===== src/hdl/uart_cfg.svh =====
`ifndef UART_CFG_SVH
`define UART_CFG_SVH

// Baud divisor width in bits
`define UART_DIV_W 16

// Clock cycles per bit after reset, kept small for short simulations
`define UART_DEFAULT_DIV 20

// Wishbone word address width
`define UART_ADDR_W 2

`endif


===== src/hdl/uart_pkg.sv =====
`default_nettype none

`include "uart_cfg.svh"

package uart_pkg;

   // Clock cycles per serial bit
   typedef logic [`UART_DIV_W-1:0] uart_div_t;

   // Register map, one byte per word address
   typedef enum logic [1:0] {
      REG_DATA   = 2'd0,
      REG_STATUS = 2'd1,
      REG_BAUD   = 2'd2,
      REG_CTRL   = 2'd3
   } uart_reg_e;

   typedef struct packed {
      logic [3:0] pad;        // Always zero
      logic       ab_armed;
      logic       rx_overrun;
      logic       rx_valid;
      logic       tx_busy;    // Bit 0
   } uart_status_t;

endpackage

`default_nettype wire


===== src/hdl/uart_baud_detect.sv =====
`timescale 1ns/1ps
`default_nettype none

module uart_baud_detect (
   input  wire                 clk,
   input  wire                 nRst,
   input  wire                 rx,
   input  wire                 ab_arm,
   input  wire uart_pkg::uart_div_t baud_div,
   output logic                rx_sync,
   output logic                rx_block,
   output logic                ab_load,
   output uart_pkg::uart_div_t ab_div
);
   import uart_pkg::*;

   typedef enum logic [1:0] {AB_IDLE, AB_ARMED, AB_MEASURE, AB_BLANK} ab_state_e;

   ab_state_e  state;
   logic       rx_d1;
   logic       rx_d2;
   uart_div_t  cnt;        // Low cycles, then high cycles in the current period
   logic [3:0] hi_bits;    // Whole idle periods seen after the sync character

   assign rx_sync  = rx_d2;
   assign rx_block = (state != AB_IDLE);   // Receiver ignores the line while armed

   // Line idles high, so the sync flops reset high
   always_ff @(posedge clk or negedge nRst) begin
      if (!nRst) begin
         rx_d1 <= 1'b1;
         rx_d2 <= 1'b1;
      end else begin
         rx_d1 <= rx;
         rx_d2 <= rx_d1;
      end
   end

   always_ff @(posedge clk or negedge nRst) begin
      if (!nRst) begin
         state   <= AB_IDLE;
         cnt     <= '0;
         hi_bits <= 4'd0;
         ab_load <= 1'b0;
         ab_div  <= '0;
      end else begin
         ab_load <= 1'b0;
         case (state)
            AB_IDLE:    if (ab_arm && rx_sync) state <= AB_ARMED;
            AB_ARMED:   begin
                           cnt <= uart_div_t'(1);     // First low cycle
                           if (!ab_arm)
                              state <= AB_IDLE;
                           else if (!rx_sync)
                              state <= AB_MEASURE;
                        end
            AB_MEASURE: begin
                           if (!ab_arm) begin
                              state <= AB_IDLE;
                           end else if (rx_sync) begin   // End of the start bit
                              ab_div  <= cnt;
                              ab_load <= 1'b1;
                              cnt     <= uart_div_t'(1);
                              hi_bits <= 4'd0;
                              state   <= AB_BLANK;
                           end else if (cnt != '1) begin
                              cnt <= cnt + 1'b1;          // Saturates
                           end
                        end
            AB_BLANK:   begin
                           if (!rx_sync) begin
                              cnt     <= '0;
                              hi_bits <= 4'd0;
                           end else if (cnt >= baud_div - 1'b1) begin
                              cnt <= '0;
                              if (hi_bits == 4'd9)
                                 state <= AB_IDLE;    // Ten quiet periods
                              else
                                 hi_bits <= hi_bits + 1'b1;
                           end else begin
                              cnt <= cnt + 1'b1;
                           end
                        end
            default:    state <= AB_IDLE;
         endcase
      end
   end

   a_load_armed: assert property (@(posedge clk) disable iff (!nRst)
      ab_load |-> ab_arm);

endmodule

`default_nettype wire


===== src/hdl/uart_rx.sv =====
`timescale 1ns/1ps
`default_nettype none

module uart_rx (
   input  wire                 clk,
   input  wire                 nRst,
   input  wire                 rx_sync,
   input  wire                 rx_block,
   input  wire uart_pkg::uart_div_t baud_div,
   input  wire                 rx_read,
   output logic [7:0]          rx_data,
   output logic                rx_valid,
   output logic                rx_overrun
);
   import uart_pkg::*;

   typedef enum logic [1:0] {RX_IDLE, RX_START, RX_DATA, RX_WAIT} rx_state_e;

   rx_state_e  state;
   uart_div_t  cnt;
   logic [2:0] bit_idx;
   logic [7:0] shift;
   logic       tick;
   logic       done;
   logic       keep_old;

   assign tick     = (cnt == baud_div - 1'b1);            // Next mid-bit
   assign done     = (state == RX_DATA) && tick && (bit_idx == 3'd7);
   assign keep_old = rx_valid && !rx_read;

   always_ff @(posedge clk) begin
      if (state == RX_DATA && tick)
         shift <= {rx_sync, shift[7:1]};   // LSB arrives first
      if (done && !keep_old)
         rx_data <= {rx_sync, shift[7:1]};
   end

   always_ff @(posedge clk or negedge nRst) begin
      if (!nRst) begin
         state      <= RX_IDLE;
         cnt        <= '0;
         bit_idx    <= 3'd0;
         rx_valid   <= 1'b0;
         rx_overrun <= 1'b0;
      end else begin
         cnt <= cnt + 1'b1;
         if (rx_read) begin
            rx_valid   <= 1'b0;
            rx_overrun <= 1'b0;
         end
         case (state)
            RX_IDLE:  begin
                         cnt <= '0;
                         if (!rx_sync && !rx_block)
                            state <= RX_START;
                      end
            RX_START: if (cnt == (baud_div >> 1)) begin   // Half a bit in
                         cnt     <= '0;
                         bit_idx <= 3'd0;
                         state   <= rx_sync ? RX_IDLE : RX_DATA;  // High here is a glitch
                      end
            RX_DATA:  if (tick) begin
                         cnt     <= '0;
                         bit_idx <= bit_idx + 1'b1;
                         if (bit_idx == 3'd7) begin
                            state <= RX_WAIT;
                            if (keep_old) begin
                               rx_overrun <= 1'b1;
                            end else begin
                               rx_valid <= 1'b1;
                            end
                         end
                      end
            RX_WAIT:  if (rx_sync) state <= RX_IDLE;      // Stop bit
            default:  state <= RX_IDLE;
         endcase
         if (rx_block)
            state <= RX_IDLE;                             // Sync character hidden
      end
   end

   a_overrun_valid: assert property (@(posedge clk) disable iff (!nRst)
      rx_overrun |-> rx_valid);

endmodule

`default_nettype wire


===== src/hdl/uart_tx.sv =====
`timescale 1ns/1ps
`default_nettype none

module uart_tx (
   input  wire                 clk,
   input  wire                 nRst,
   input  wire                 tx_start,
   input  wire [7:0]           tx_byte,
   input  wire uart_pkg::uart_div_t baud_div,
   output logic                tx,
   output logic                tx_busy
);
   import uart_pkg::*;

   typedef enum logic [2:0] {TX_IDLE, TX_START, TX_DATA, TX_WAIT, TX_BUSY} tx_state_e;

   tx_state_e  state;
   uart_div_t  cnt;
   uart_div_t  div_q;      // Frame rate, fixed until the frame ends
   logic [2:0] bit_idx;
   logic [7:0] shift;
   logic       tick;
   logic       shift_en;

   assign tick     = (cnt == div_q - 1'b1);
   assign shift_en = tick && (state == TX_START || (state == TX_DATA && bit_idx != 3'd7));

   always_ff @(posedge clk) begin
      if (state == TX_IDLE && tx_start) begin
         shift <= tx_byte;
         div_q <= baud_div;
      end else if (shift_en) begin
         shift <= shift >> 1;
      end
   end

   always_ff @(posedge clk or negedge nRst) begin
      if (!nRst) begin
         state   <= TX_IDLE;
         cnt     <= '0;
         bit_idx <= 3'd0;
         tx      <= 1'b1;
         tx_busy <= 1'b0;
      end else begin
         cnt <= tick ? '0 : cnt + 1'b1;
         case (state)
            TX_IDLE:  begin
                         cnt <= '0;
                         if (tx_start) begin
                            tx      <= 1'b0;        // Start bit
                            tx_busy <= 1'b1;
                            state   <= TX_START;
                         end
                      end
            TX_START: if (tick) begin
                         tx      <= shift[0];
                         bit_idx <= 3'd0;
                         state   <= TX_DATA;
                      end
            TX_DATA:  if (tick) begin
                         bit_idx <= bit_idx + 1'b1;
                         if (bit_idx == 3'd7) begin
                            tx    <= 1'b1;          // Stop bit
                            state <= TX_WAIT;
                         end else begin
                            tx <= shift[0];
                         end
                      end
            TX_WAIT:  if (tick) state <= TX_BUSY;   // Then one idle period
            TX_BUSY:  if (tick) begin
                         tx_busy <= 1'b0;
                         state   <= TX_IDLE;
                      end
            default:  state <= TX_IDLE;
         endcase
      end
   end

   a_idle_high: assert property (@(posedge clk) disable iff (!nRst)
      !tx_busy |-> tx);

endmodule

`default_nettype wire


===== src/hdl/uart_wb.sv =====
`timescale 1ns/1ps
`default_nettype none

`include "uart_cfg.svh"

module uart_wb (
   input  wire                    clk,
   input  wire                    nRst,
   input  wire                    wb_cyc,
   input  wire                    wb_stb,
   input  wire                    wb_we,
   input  wire [`UART_ADDR_W-1:0] wb_adr,
   input  wire [7:0]              wb_dat_i,
   output logic [7:0]             wb_dat_o,
   output logic                   wb_ack,
   input  wire                    rx,
   output logic                   tx
);
   import uart_pkg::*;

   uart_reg_e    adr_e;
   uart_reg_e    rd_sel;
   uart_div_t    baud_div;
   uart_div_t    ab_div;
   uart_status_t status;
   logic         tx_start;
   logic [7:0]   tx_byte;
   logic         tx_busy;
   logic         rx_read;
   logic         ab_arm;
   logic         ab_load;
   logic         rx_sync;
   logic         rx_block;
   logic [7:0]   rx_data;
   logic         rx_valid;
   logic         rx_overrun;

   assign adr_e  = uart_reg_e'(wb_adr);
   assign status = '{pad: 4'd0, ab_armed: ab_arm, rx_overrun: rx_overrun,
                     rx_valid: rx_valid, tx_busy: tx_busy};

   uart_wb_decode decode_i (
      .clk(clk), .nRst(nRst), .wb_cyc(wb_cyc), .wb_stb(wb_stb), .wb_we(wb_we),
      .wb_adr(adr_e), .wb_dat_i(wb_dat_i), .tx_busy(tx_busy), .ab_load(ab_load),
      .ab_div(ab_div), .tx_start(tx_start), .tx_byte(tx_byte), .rx_read(rx_read),
      .rd_sel(rd_sel), .baud_div(baud_div), .ab_arm(ab_arm));

   uart_baud_detect detect_i (
      .clk(clk), .nRst(nRst), .rx(rx), .ab_arm(ab_arm), .baud_div(baud_div),
      .rx_sync(rx_sync), .rx_block(rx_block), .ab_load(ab_load), .ab_div(ab_div));

   uart_tx tx_i (
      .clk(clk), .nRst(nRst), .tx_start(tx_start), .tx_byte(tx_byte),
      .baud_div(baud_div), .tx(tx), .tx_busy(tx_busy));

   uart_rx rx_i (
      .clk(clk), .nRst(nRst), .rx_sync(rx_sync), .rx_block(rx_block),
      .baud_div(baud_div), .rx_read(rx_read), .rx_data(rx_data),
      .rx_valid(rx_valid), .rx_overrun(rx_overrun));

   uart_wb_result result_i (
      .clk(clk), .nRst(nRst), .wb_cyc(wb_cyc), .wb_stb(wb_stb), .rd_sel(rd_sel),
      .rx_data(rx_data), .status(status), .baud_div(baud_div),
      .wb_dat_o(wb_dat_o), .wb_ack(wb_ack));

endmodule

`default_nettype wire


===== src/hdl/uart_wb_decode.sv =====
`timescale 1ns/1ps
`default_nettype none

`include "uart_cfg.svh"

module uart_wb_decode (
   input  wire                 clk,
   input  wire                 nRst,
   input  wire                 wb_cyc,
   input  wire                 wb_stb,
   input  wire                 wb_we,
   input  wire uart_pkg::uart_reg_e wb_adr,
   input  wire [7:0]           wb_dat_i,
   input  wire                 tx_busy,
   input  wire                 ab_load,
   input  wire uart_pkg::uart_div_t ab_div,
   output logic                tx_start,
   output logic [7:0]          tx_byte,
   output logic                rx_read,
   output uart_pkg::uart_reg_e rd_sel,
   output uart_pkg::uart_div_t baud_div,
   output logic                ab_arm
);
   import uart_pkg::*;

   logic req_q;         // Tracks the ack cycle of the result block
   logic access;
   logic wr_en;

   always_ff @(posedge clk or negedge nRst) begin
      if (!nRst)
         req_q <= 1'b0;
      else
         req_q <= wb_cyc & wb_stb & !req_q;   // Never high twice in a row
   end

   assign access   = req_q & wb_cyc & wb_stb;
   assign wr_en    = access & wb_we;
   assign tx_start = wr_en & (wb_adr == REG_DATA) & !tx_busy;  // Busy writes are lost
   assign tx_byte  = wb_dat_i;
   assign rx_read  = access & !wb_we & (wb_adr == REG_DATA);
   assign rd_sel   = wb_adr;

   always_ff @(posedge clk or negedge nRst) begin
      if (!nRst) begin
         baud_div <= uart_div_t'(`UART_DEFAULT_DIV);
         ab_arm   <= 1'b0;
      end else begin
         if (ab_load) begin                        // Measured rate beats the bus
            baud_div <= ab_div;
            ab_arm   <= 1'b0;
         end else if (wr_en) begin
            if (wb_adr == REG_BAUD && wb_dat_i != 8'd0)
               baud_div <= {{(`UART_DIV_W-8){1'b0}}, wb_dat_i};
            if (wb_adr == REG_CTRL)
               ab_arm <= wb_dat_i[0];
         end
      end
   end

   // A zero divisor would stall both engines
   a_baud_nonzero: assert property (@(posedge clk) disable iff (!nRst)
      baud_div != '0);

   // Transmitter answers every start with busy right after
   a_tx_start_busy: assert property (@(posedge clk) disable iff (!nRst)
      tx_start |=> tx_busy);

endmodule

`default_nettype wire


===== src/hdl/uart_wb_result.sv =====
`timescale 1ns/1ps
`default_nettype none

module uart_wb_result (
   input  wire                    clk,
   input  wire                    nRst,
   input  wire                    wb_cyc,
   input  wire                    wb_stb,
   input  wire uart_pkg::uart_reg_e    rd_sel,
   input  wire [7:0]              rx_data,
   input  wire uart_pkg::uart_status_t status,
   input  wire uart_pkg::uart_div_t    baud_div,
   output logic [7:0]             wb_dat_o,
   output logic                   wb_ack
);
   import uart_pkg::*;

   logic       new_req;
   logic [7:0] rd_word;

   assign new_req = wb_cyc & wb_stb & !wb_ack;

   always_comb begin
      case (rd_sel)
         REG_DATA:   rd_word = rx_data;
         REG_STATUS: rd_word = status;
         REG_BAUD:   rd_word = baud_div[7:0];           // Low byte only
         default:    rd_word = {7'd0, status.ab_armed};
      endcase
   end

   always_ff @(posedge clk or negedge nRst) begin
      if (!nRst)
         wb_ack <= 1'b0;
      else
         wb_ack <= new_req;
   end

   always_ff @(posedge clk) begin
      if (new_req) wb_dat_o <= rd_word;                 // Valid in the ack cycle
   end

   // Master keeps the request up until it sees ack
   a_ack_held: assert property (@(posedge clk) disable iff (!nRst)
      wb_ack |-> wb_cyc && wb_stb);

endmodule

`default_nettype wire


===== config.mk =====
export PLATFORM = sky130hd
export DESIGN_NAME = uart_wb
export DESIGN_NICKNAME = d
export VERILOG_FILES = /design/src/hdl/uart_pkg.sv /design/src/hdl/uart_baud_detect.sv /design/src/hdl/uart_rx.sv /design/src/hdl/uart_tx.sv /design/src/hdl/uart_wb.sv /design/src/hdl/uart_wb_decode.sv /design/src/hdl/uart_wb_result.sv
export VERILOG_INCLUDE_DIRS = /design/src /design/src/hdl
export SDC_FILE = /design/constraint.sdc
export NUM_CORES = 1
export LEC_CHECK = 0
export BUFFER_PORTS_ARGS = -buffer_cell sky130_fd_sc_hd__buf_2
export CAP_MARGIN = 0
export CORE_MARGIN = 2
export CORE_UTILIZATION = 50
export DETAILED_ROUTE_END_ITERATION = 6
export PLACE_DENSITY = 0.75
export SYNTH_ARGS = -nofsm -noshare
export SYNTH_HDL_FRONTEND = slang
export SYNTH_SLANG_ARGS = --single-unit
export TNS_END_PERCENT = 5

===== constraint.sdc =====
create_clock -name clk -period 5.4 [get_ports clk]
set_input_delay 0.54 -clock clk [delete_from_list [all_inputs] [get_ports clk]]
set_output_delay 0.54 -clock clk [all_outputs]
set_load 0.05 [all_outputs]

==> impl_metrics.env, run 1 <==
export IMPL_status="finished, final reports clean"
export IMPL_skew_ns=0.01630
export IMPL_yosysSeqAreaShare_pct=46.12
export IMPL_via_count=6655
export IMPL_synth_area_leaders="dfrtp_1 (29%), edfxtp_1 (16%), nand2_1 (5.5%)"
export IMPL_r2r_start="decode_i.baud_div[0]$_DFFE_PN0P_"
export IMPL_worstPathRequired_ns=5.50
export IMPL_start_kind="register"
export IMPL_io_pins=26
export IMPL_wirelength_um=19020
export IMPL_dr_pass1_iters=5
export IMPL_vias_per_cell=5.792
export IMPL_layout_common_cells="nand2_1 (131), dfrtp_1 (102), nor2_1 (83)"
export IMPL_r2r_setup_slack_ns=1.28
export IMPL_grt_pass1_wl_um=31270
export IMPL_switching_power_w=0.0008208
export IMPL_root_buffer="clkbuf_16"
export IMPL_antenna_cells=0
export IMPL_grt_max_degree=63
export IMPL_grt_pass1_vias=6228
export IMPL_syn_area_um2=8879
export IMPL_num_nets_final=960
export IMPL_avgRoutedWirePerCell_um=16.56
export IMPL_synth_avg_cell_area_um2=9.757
export IMPL_rsz0062_at_grt="no"
export IMPL_cts_hold_buf=0
export IMPL_gp_congestion=0.8701
export IMPL_tritoncts="yes"
export IMPL_post_cts_buffers=0
export IMPL_whs_ns=0.1165
export IMPL_initial_core_util_pct=51.15
export IMPL_finalMaxSlewViolations=0
export IMPL_fmax_mhz=243.0
export IMPL_nFillCells=1457
export IMPL_dieArea_um2=18840
export IMPL_synth_edff_count=47
export IMPL_drive_gt1_share_pct=9.848
export IMPL_fp_coreArea_um2=17360
export IMPL_cts_buffer_depth=2
export IMPL_p_int_w=0.002140
export IMPL_power_density_nw_per_um2=304.3
export IMPL_finalSetupViolCount=0
export IMPL_cts_buffers=17
export IMPL_p_leak_nw=4.041
export IMPL_clkPwrFrac_pct=42.7
export IMPL_path_clk_slew_ns=0.07
export IMPL_area_growth_pct=9.569
export IMPL_remaining_drc_errors=0
export IMPL_cts_sinks=154
export IMPL_path_class="register to register"
export IMPL_synth_compound_area_share_pct=11.67
export IMPL_syn_nets=959
export IMPL_swShare_pct=27.72
export IMPL_mostFrequentLayoutCell="nand2_1"
export IMPL_io_buffers=25
export IMPL_worst_hold_path_type="input port to asynchronous set/reset pin"
export IMPL_drt_initial_drc_count=561
export IMPL_finalCriticalPeriod_ns=4.116
export IMPL_cts_resized=0
export IMPL_pwr_share_seq_pct=45.5
export IMPL_async_flop_share_pct=69.48
export IMPL_fin_setup_tns_ns=0
export IMPL_synth_top_area_share_pct=28.75
export IMPL_synth_area_mux_share_pct=2.889
export IMPL_htree_num_levels=4
export IMPL_yosys_warnings=0
export IMPL_clk_latency_ns=0.43
export IMPL_synthXorXnorAreaFrac_pct=9.738
export IMPL_synthFlopType="dfrtp_1"
export IMPL_dpl_hpwl_um=13590
export IMPL_fp_row_count=48
export IMPL_synth_top_family_by_area="simple AND/OR/NAND/NOR gates"
export IMPL_grt_remaining_overflow=0
export IMPL_hold_violations=0
export IMPL_postLayoutCellArea_um2=9728
export IMPL_cp_max_fo=10
export IMPL_max_slew_margin_pct=30.72
export IMPL_syn_inst=910
export IMPL_ys_types=74
export IMPL_worstMarginPinSlew_ns=1.034
export IMPL_grt_usage_pct=21.25
export IMPL_yosysTopAreaCell="dfrtp_1"
export IMPL_die_w_um=137.3
export IMPL_antenna_found_initial=0
export IMPL_end_kind="register"
export IMPL_comb_power_share_pct=11.9
export IMPL_synthAdderAreaFrac_pct=4.651
export IMPL_post_route_period_util_pct=76.22
export IMPL_cp_arrival_ns=4.21
export IMPL_reg2reg_depth=10
export IMPL_ant_nets=0
export IMPL_synth_simple_area_share_pct=21.55
export IMPL_r2r_end="rx_i.rx_data[7]$_DFFE_PP_"
export IMPL_synth_seq_cells=154
export IMPL_die_h_um=137.3
export IMPL_placed_area_um2=9100
export IMPL_drv_cap=0
export IMPL_irDropWorstVdd_uv=254.7
-- critical path, cell delays in order (launching register included) --
cell     delay, ns
dfrtp_1       0.44
inv_1         0.14
ha_1          0.21
or3b_1        0.46
or4_1         0.48
xor2_1        0.19
a221o_1       0.38
nor4_2        0.19
and3_1        0.37
and2_1        0.44
and3b_1       0.45
-- per-layer routing --
metal	wire [µm]	vias to the layer above	GRT usage (%)	share of wire [%]
li1	-	3239	-	-
met1	8829	3213	29.38	46
met2	8923	172	33.78	47
met3	941	31	4.121	4.9
met4	329	0	6.873	1.7
met5	0	-	0	0
-- power by group through the flow --
stage	clock (W)	sequential [W]	combinational, W
after floorplan	0	0.00132	0.000293
after global placement	0	0.00136	0.000343
after detailed placement	0	0.00137	0.000348
after CTS	0.00128	0.00134	0.000352
after global routing	0.00134	0.00135	0.000396
final	0.00126	0.00135	0.000351
-- state kept, by name, indices dropped and copies added, names as in the netlist, 8 cells and up --
| signal | count |
|---|---|
| detect_i.ab_div | 16 |
| decode_i.baud_div | 16 |
| result_i.wb_dat_o | 8 |
| detect_i.cnt | 16 |
| tx_i.shift | 8 |
| tx_i.cnt | 16 |
| tx_i.div_q | 16 |
| rx_i.rx_data | 8 |
| rx_i.cnt | 16 |
-- cells by family (layout without fill, tap and decap cells) --
kind of cell | Yosys count | in the layout
adder cells (fa/ha/maj) | 33 | 33
buffers and inverters | 70 | 84
AND/OR/NAND/NOR | 386 | 386
flip-flops | 154 | 154
AO/OA/AOI/OAI | 149 | 149
multiplexers | 24 | 24
XOR/XNOR | 94 | 94
-- cells in the mapped netlist (11+ instances only) --
library cell / n
nand2_1: 131
o21ai_0: 43
inv_1: 23
a21o_1: 12
edfxtp_1: 47
xnor2_1: 54
ha_1: 33
dfrtp_1: 102
and3_1: 19
or3_1: 14
nor2_1: 83
xor2_1: 37
clkbuf_1: 33
nand3_1: 33
nor4_1: 19
a211oi_1: 11
a21oi_1: 16
nor3_1: 11
mux2i_1: 20
-- per-stage QoR --
step | instances | total power, W | worst slack, ns | utilization (%)
after CTS | 1149 | 0.002975 | 1.282 | 56.05
after global routing | 1149 | 0.003086 | 1.076 | 56.05
final | 1149 | 0.002961 | 1.284 | 56.05
after floorplan | 910 | 0.001610 | 1.529 | -
after global placement | 1117 | 0.001707 | 1.458 | 52.43
after detailed placement | 1117 | 0.001714 | 1.306 | 52.43
-- cell type report --
cell class | count | area [µm²] | share of cell area [%]
Sequential cell | 154 | 4095 | 42.10
Clock buffer | 17 | 425.4 | 4.373
Timing Repair Buffer | 28 | 150.1 | 1.543
Inverter | 24 | 90.09 | 0.9260
Tap cell | 225 | 281.5 | 2.894
Clock inverter | 15 | 202.7 | 2.084
Multi-Input combinational cell | 686 | 4483 | 46.08
-- worst max-delay path by stage --
| stage | from | endpoint | slack (ns) | depth (start not counted) |
|---|---|---|---|---|
| floorplan | decode_i.baud_div[3]$_DFFE_PN0P_ | detect_i.cnt[7]$_DFFE_PN0P_ | 1.53 | 14 |
| CTS | decode_i.baud_div[0]$_DFFE_PN0P_ | rx_i.rx_data[7]$_DFFE_PP_ | 1.28 | 10 |
| global placement | decode_i.baud_div[3]$_DFFE_PN0P_ | detect_i.cnt[7]$_DFFE_PN0P_ | 1.46 | 12 |
| finish | decode_i.baud_div[0]$_DFFE_PN0P_ | rx_i.rx_data[7]$_DFFE_PP_ | 1.28 | 10 |
| global route | decode_i.baud_div[0]$_DFFE_PN0P_ | rx_i.rx_data[7]$_DFFE_PP_ | 1.08 | 10 |
| detailed placement | decode_i.baud_div[0]$_DFFE_PN0P_ | rx_i.rx_data[7]$_DFFE_PP_ | 1.31 | 10 |
(Power assumes the default switching activity.)
==> run 2, diff against run 1 <==
- clock period: 5.4 -> 4.02 ns (I/O delays scaled with it)
==> run 2 against run 1 <==
Flip-flop and latch count unchanged. Cell area up 1.8%. Sequential share of layout area down 0.73 points. Critical path type unchanged. Combinational power up 51%. Core utilization up 0.99 points. Highest routed layer unchanged. Power up 36%. Count of clock-buffer cells in the layout unchanged. Register-to-register slack worse by 1.1 ns. First-iteration DRC count down 19%. Non-clock buffer count up 20. Via count up 2.1%.
==> impl_metrics.env, run 2 (synthesized netlist as in run 1, its figures left out) <==
export IMPL_cts_buffers=17
export IMPL_cp_max_fo=15
export IMPL_irDropWorstVdd_uv=269.4
export IMPL_setup_slack_ns=0.2125
export IMPL_htree_num_levels=4
export IMPL_p_int_w=0.002905
export IMPL_cp_arrival_ns=4.17
export IMPL_whs_ns=0.06924
export IMPL_fin_setup_tns_ns=0
export IMPL_cts_sinks=154
export IMPL_crit_chain="or4_4, or4_1, xor2_1, ha_1, a21o_1, a21o_1, a211o_1, o211ai_1, a21oi_1, o31a_4, nor4b_1, a211o_1"
export IMPL_vias_per_cell=5.815
export IMPL_start_kind="register"
export IMPL_status="finished, final reports clean"
export IMPL_io_pins=26
export IMPL_power_w=0.004029
export IMPL_drt_initial_drc_count=452
export IMPL_path_class="register to register"
export IMPL_remaining_drc_errors=0
export IMPL_root_buffer="clkbuf_16"
export IMPL_finalCriticalPeriod_ns=3.807
export IMPL_critPathMaxStageDelay_ns=0.57
export IMPL_grt_remaining_overflow=0
export IMPL_mostFrequentLayoutCell="nand2_1"
export IMPL_critical_path_top_delay_family="compound AO/OA/AOI/OAI gates"
export IMPL_num_nets_final=980
export IMPL_antenna_cells=0
export IMPL_worst_hold_path_type="input port to register"
export IMPL_max_slew_margin_pct=40.10
export IMPL_layout_common_cells="nand2_1 (131), dfrtp_1 (102), nor2_1 (83)"
export IMPL_p_leak_nw=4.151
export IMPL_finalMaxSlewViolations=0
export IMPL_path_clk_slew_ns=0.07
export IMPL_fp_row_count=48
export IMPL_skew_ns=0.009972
export IMPL_ant_nets=0
export IMPL_post_route_period_util_pct=94.71
export IMPL_power_density_nw_per_um2=407.0
export IMPL_pwr_share_seq_pct=44.2
export IMPL_worst_path_buf_inv=0
export IMPL_grt_max_degree=41
export IMPL_cts_buffer_depth=2
export IMPL_grt_pass1_vias=6427
export IMPL_clkPwrFrac_pct=42.6
export IMPL_critical_path_slowest_cell="or4_4"
export IMPL_avgRoutedWirePerCell_um=17.02
export IMPL_post_cts_buffers=0
export IMPL_worstPathRequired_ns=4.38
export IMPL_grt_usage_pct=22.20
export IMPL_fmax_mhz=262.6
export IMPL_initial_core_util_pct=51.15
export IMPL_dieArea_um2=18840
export IMPL_fp_coreArea_um2=17360
export IMPL_worstMarginPinSlew_ns=0.8986
export IMPL_wirelength_um=19890
export IMPL_comb_power_share_pct=13.2
export IMPL_gp_congestion=0.8405
export IMPL_grt_pass1_wl_um=32840
export IMPL_drive_gt1_share_pct=11.97
export IMPL_swShare_pct=27.90
export IMPL_dr_pass1_iters=5
export IMPL_die_h_um=137.3
export IMPL_finalSetupViolCount=0
export IMPL_rsz0062_at_grt="no"
export IMPL_antenna_found_initial=0
export IMPL_clk_latency_ns=0.42
export IMPL_area_growth_pct=11.51
export IMPL_end_kind="register"
export IMPL_nFillCells=1470
export IMPL_tritoncts="yes"
export IMPL_io_buffers=25
export IMPL_post_place_ws_ns=0.09718
export IMPL_hold_violations=0
export IMPL_dpl_hpwl_um=13930
export IMPL_die_w_um=137.3
export IMPL_drv_cap=0
export IMPL_switching_power_w=0.001124
export IMPL_via_count=6798
## run 2: changes by cell type in the layout (fill, tap and decap cells not counted), sizes merged
cell and change:
dlygate4sd3 +1, buf +19, clkinvlp -1, inv +1
## run 2: cell type report
| class | instances | area, µm² | area share, % |
|---|---|---|---|
| Multi-Input combinational cell | 686 | 4502 | 45.47 |
| Sequential cell | 154 | 4095 | 41.36 |
| Clock buffer | 17 | 425.4 | 4.297 |
| Timing Repair Buffer | 48 | 302.8 | 3.058 |
| Tap cell | 225 | 281.5 | 2.843 |
| Clock inverter | 15 | 203.9 | 2.060 |
| Inverter | 24 | 90.09 | 0.9099 |
## run 2: layer usage
layer  routed length (µm)  track usage (%)
met1                 9211            30.42
met2                 9481            36.37
met3                  907            3.790
met4                  292            6.300
met5                    0                0
## run 2: path summary, 6_finish.rpt
check	cells past startpoint	from	endpoint	slack [ns]
max	12	decode_i.baud_div[1]$_DFFE_PN0P_	detect_i.cnt[7]$_DFFE_PN0P_	0.21
min	1	rx	detect_i.rx_d1$_DFF_PN1_	0.07
max reg2reg	12	decode_i.baud_div[1]$_DFFE_PN0P_	detect_i.cnt[7]$_DFFE_PN0P_	0.21
min reg2reg	0	detect_i.rx_d1$_DFF_PN1_	detect_i.rx_sync$_DFF_PN1_	0.36
max in group asynchronous	3	nRst	detect_i.rx_sync$_DFF_PN1_	2.59
min in group asynchronous	2	nRst	tx_i.cnt[2]$_DFF_PN0_	0.49
## run 2: power by group through the flow
stage / combinational [W] / clock [W] / sequential [W]
finish: 0.000531 / 0.00172 / 0.00178
global route: 0.000591 / 0.00180 / 0.00179
CTS: 0.000531 / 0.00173 / 0.00178
detailed placement: 0.000521 / 0 / 0.00181
global placement: 0.000516 / 0 / 0.00181
floorplan: 0.000394 / 0 / 0.00177
## run 2: what timing repair did
item,CTS,global route
resized for setup,0,4
hold endpoints to repair,35,0
hold buffers,1,0
setup endpoints to repair,0,10
## run 2: metrics by stage
stage	utilization, %	instances	cell area (µm²)
floorplan	-	910	8879
global placement	53.25	1136	9243
detailed placement	53.25	1136	9243
CTS	56.93	1169	9882
global route	57.04	1169	9901
finish	57.04	1169	9901
==> run 3, diff against run 2 <==
- REMOVE_ABC_BUFFERS: default -> 1
==> run 3 against run 2 <==
Fmax is 0.11% higher. Wire length increased by 1.4%. Final cell count down 0.43%. Register-to-register slack hardly changed. Setup slack improved by 0.0041 ns. Cell area down 0.77%. Clock skew rose by 0.0020 ns. Count of clock-buffer cells in the layout stayed put. Sequential power about the same. Global-route usage rose by 0.27 points. Highest routed layer unchanged.
==> impl_metrics.env, run 3 (synthesized netlist as in run 1, its figures left out) <==
export IMPL_dr_pass1_iters=4
export IMPL_critical_path_slowest_cell="or4_4"
export IMPL_rsz0062_at_grt="no"
export IMPL_io_pins=26
export IMPL_drt_initial_drc_count=437
export IMPL_p_leak_nw=4.105
export IMPL_end_kind="register"
export IMPL_cts_buffer_depth=2
export IMPL_cp_arrival_ns=4.13
export IMPL_drv_cap=0
export IMPL_path_clk_slew_ns=0.07
export IMPL_grt_remaining_overflow=0
export IMPL_post_route_period_util_pct=94.61
export IMPL_avgRoutedWirePerCell_um=17.33
export IMPL_fmax_mhz=262.9
export IMPL_drive_gt1_share_pct=11.50
export IMPL_grt_max_degree=57
export IMPL_dp_cells=1132
export IMPL_num_nets_final=975
export IMPL_critPathMaxStageDelay_ns=0.58
export IMPL_root_buffer="clkbuf_16"
export IMPL_fin_setup_tns_ns=0
export IMPL_final_core_util_pct=56.60
export IMPL_die_w_um=137.3
export IMPL_hold_violations=0
export IMPL_irDropWorstVdd_uv=297.8
export IMPL_clk_latency_ns=0.44
export IMPL_finalSetupViolCount=0
export IMPL_remaining_drc_errors=0
export IMPL_gp_congestion=0.8790
export IMPL_power_density_nw_per_um2=402.0
export IMPL_mostFrequentLayoutCell="nand2_1"
export IMPL_fp_row_count=48
export IMPL_r2r_setup_slack_ns=0.22
export IMPL_dpl_hpwl_um=14140
export IMPL_grt_usage_pct=22.47
export IMPL_via_count=6781
export IMPL_grt_pass1_wl_um=32950
export IMPL_finalCriticalPeriod_ns=3.803
export IMPL_vias_per_cell=5.826
export IMPL_stdcell_count=1164
export IMPL_dieArea_um2=18840
export IMPL_status="finished, final reports clean"
export IMPL_finalMaxSlewViolations=0
export IMPL_grt_pass1_vias=6393
export IMPL_crit_end="detect_i.hi_bits[1]$_DFFE_PN0P_"
export IMPL_htree_num_levels=4
export IMPL_crit_start="decode_i.baud_div[1]$_DFFE_PN0P_"
export IMPL_nFillCells=1462
export IMPL_area_growth_pct=10.65
export IMPL_initial_core_util_pct=51.15
export IMPL_worstPathRequired_ns=4.34
export IMPL_io_buffers=25
export IMPL_cts_buffers=17
export IMPL_path_class="register to register"
export IMPL_cts_hold_buf=0
export IMPL_whs_ns=0.01918
export IMPL_ant_nets=0
export IMPL_crit_top_cell="a21o_1"
export IMPL_wirelength_um=20170
export IMPL_cp_max_fo=6
export IMPL_post_cts_buffers=0
export IMPL_cts_sinks=154
export IMPL_antenna_cells=0
export IMPL_tritoncts="yes"
export IMPL_max_slew_margin_pct=40.19
export IMPL_start_kind="register"
export IMPL_worstMarginPinSlew_ns=0.8972
export IMPL_r2r_end="detect_i.hi_bits[1]$_DFFE_PN0P_"
export IMPL_antenna_found_initial=0
export IMPL_crit_chain="or4_4, or4_1, xor2_1, ha_1, a21o_1, a21o_1, a211o_1, o211ai_1, a21oi_1, nor2_1, o22ai_1, mux2_2"
export IMPL_die_h_um=137.3
export IMPL_layout_common_cells="nand2_1 (131), dfrtp_1 (102), nor2_1 (83)"
export IMPL_r2r_start="decode_i.baud_div[1]$_DFFE_PN0P_"
export IMPL_reg2reg_depth=12
export IMPL_worst_hold_path_type="input port to asynchronous set/reset pin"
export IMPL_fp_coreArea_um2=17360
export IMPL_skew_ns=0.01198
-- run 3: cell count changes in the layout (fill, tap and decap cells not counted) --
cell	previous run	this run
inv_8	4	2
clkinv_2	0	1
inv_6	4	3
clkinvlp_4	1	2
dlygate4sd3_1	1	0
bufinv_16	3	2
clkinv_1	1	2
clkinv_4	3	4
buf_4	23	19
-- run 3: per-layer routing --
layer	vias to the layer above	global-route usage [%]	part of all wire, %
met5	-	0	0
met4	0	8.763	2.3
met3	43	3.274	4.1
met2	192	35.88	48
met1	3277	31.02	46
li1	3269	-	-
-- run 3: layout make-up --
type	instances	area (µm²)	area share, %
multi-input combinational	686	4502	45.82
tap	225	281.5	2.866
sequential	154	4095	41.68
clock inverter	15	167.7	1.707
inverter	24	90.09	0.9170
clock buffer	17	425.4	4.330
timing repair buffer	43	262.8	2.674
-- run 3: worst max-delay path: cells and delay by family (launching register included) --
family	cells	cell delay [ns]
DFF	1	0.42
adders and majority gates	1	0.29
xor gates and xnor gates	1	0.18
and+or+nand+nor	3	1.43
AOI/OAI and AO/OA	6	1.07
muxes	1	0.30
-- run 3: where the power goes --
group	leakage, nW	total, W	switching (W)	internal (W)
clock network	0.286	0.00162	0.000693	0.000927
logic	2.04	0.000543	0.000324	0.000219
registers	1.78	0.00179	0.000107	0.00168
-- run 3: timing repair --
item,CTS,global route
hold endpoints to repair,0,0
setup endpoints to repair,0,16
gates resized for setup,0,4
-- run 3: worst min path at each step --
stage                              from  slack [ns]                           to
6_report                           nRst        0.02        tx_i.cnt[9]$_DFF_PN0_
5_1_grt                              rx        0.05     detect_i.rx_d1$_DFF_PN1_
4_1_cts                            nRst        0.04        tx_i.cnt[9]$_DFF_PN0_
3_5_place_dp   detect_i.rx_d1$_DFF_PN1_        0.35   detect_i.rx_sync$_DFF_PN1_
3_3_place_gp   detect_i.rx_d1$_DFF_PN1_        0.35   detect_i.rx_sync$_DFF_PN1_
2_1_floorplan                      nRst        0.11  decode_i.ab_arm$_DFFE_PN0P_
-- run 3: stage by stage --
step	power, W	setup slack, ns	instance area, µm²
floorplan	0.002136	0.3307	8668
global placement	0.002332	0.1823	9213
detailed placement	0.002346	0.1207	9213
CTS	0.003963	0.09546	9806
global route	0.004098	0.01001	9824
finish	0.003949	0.2167	9824
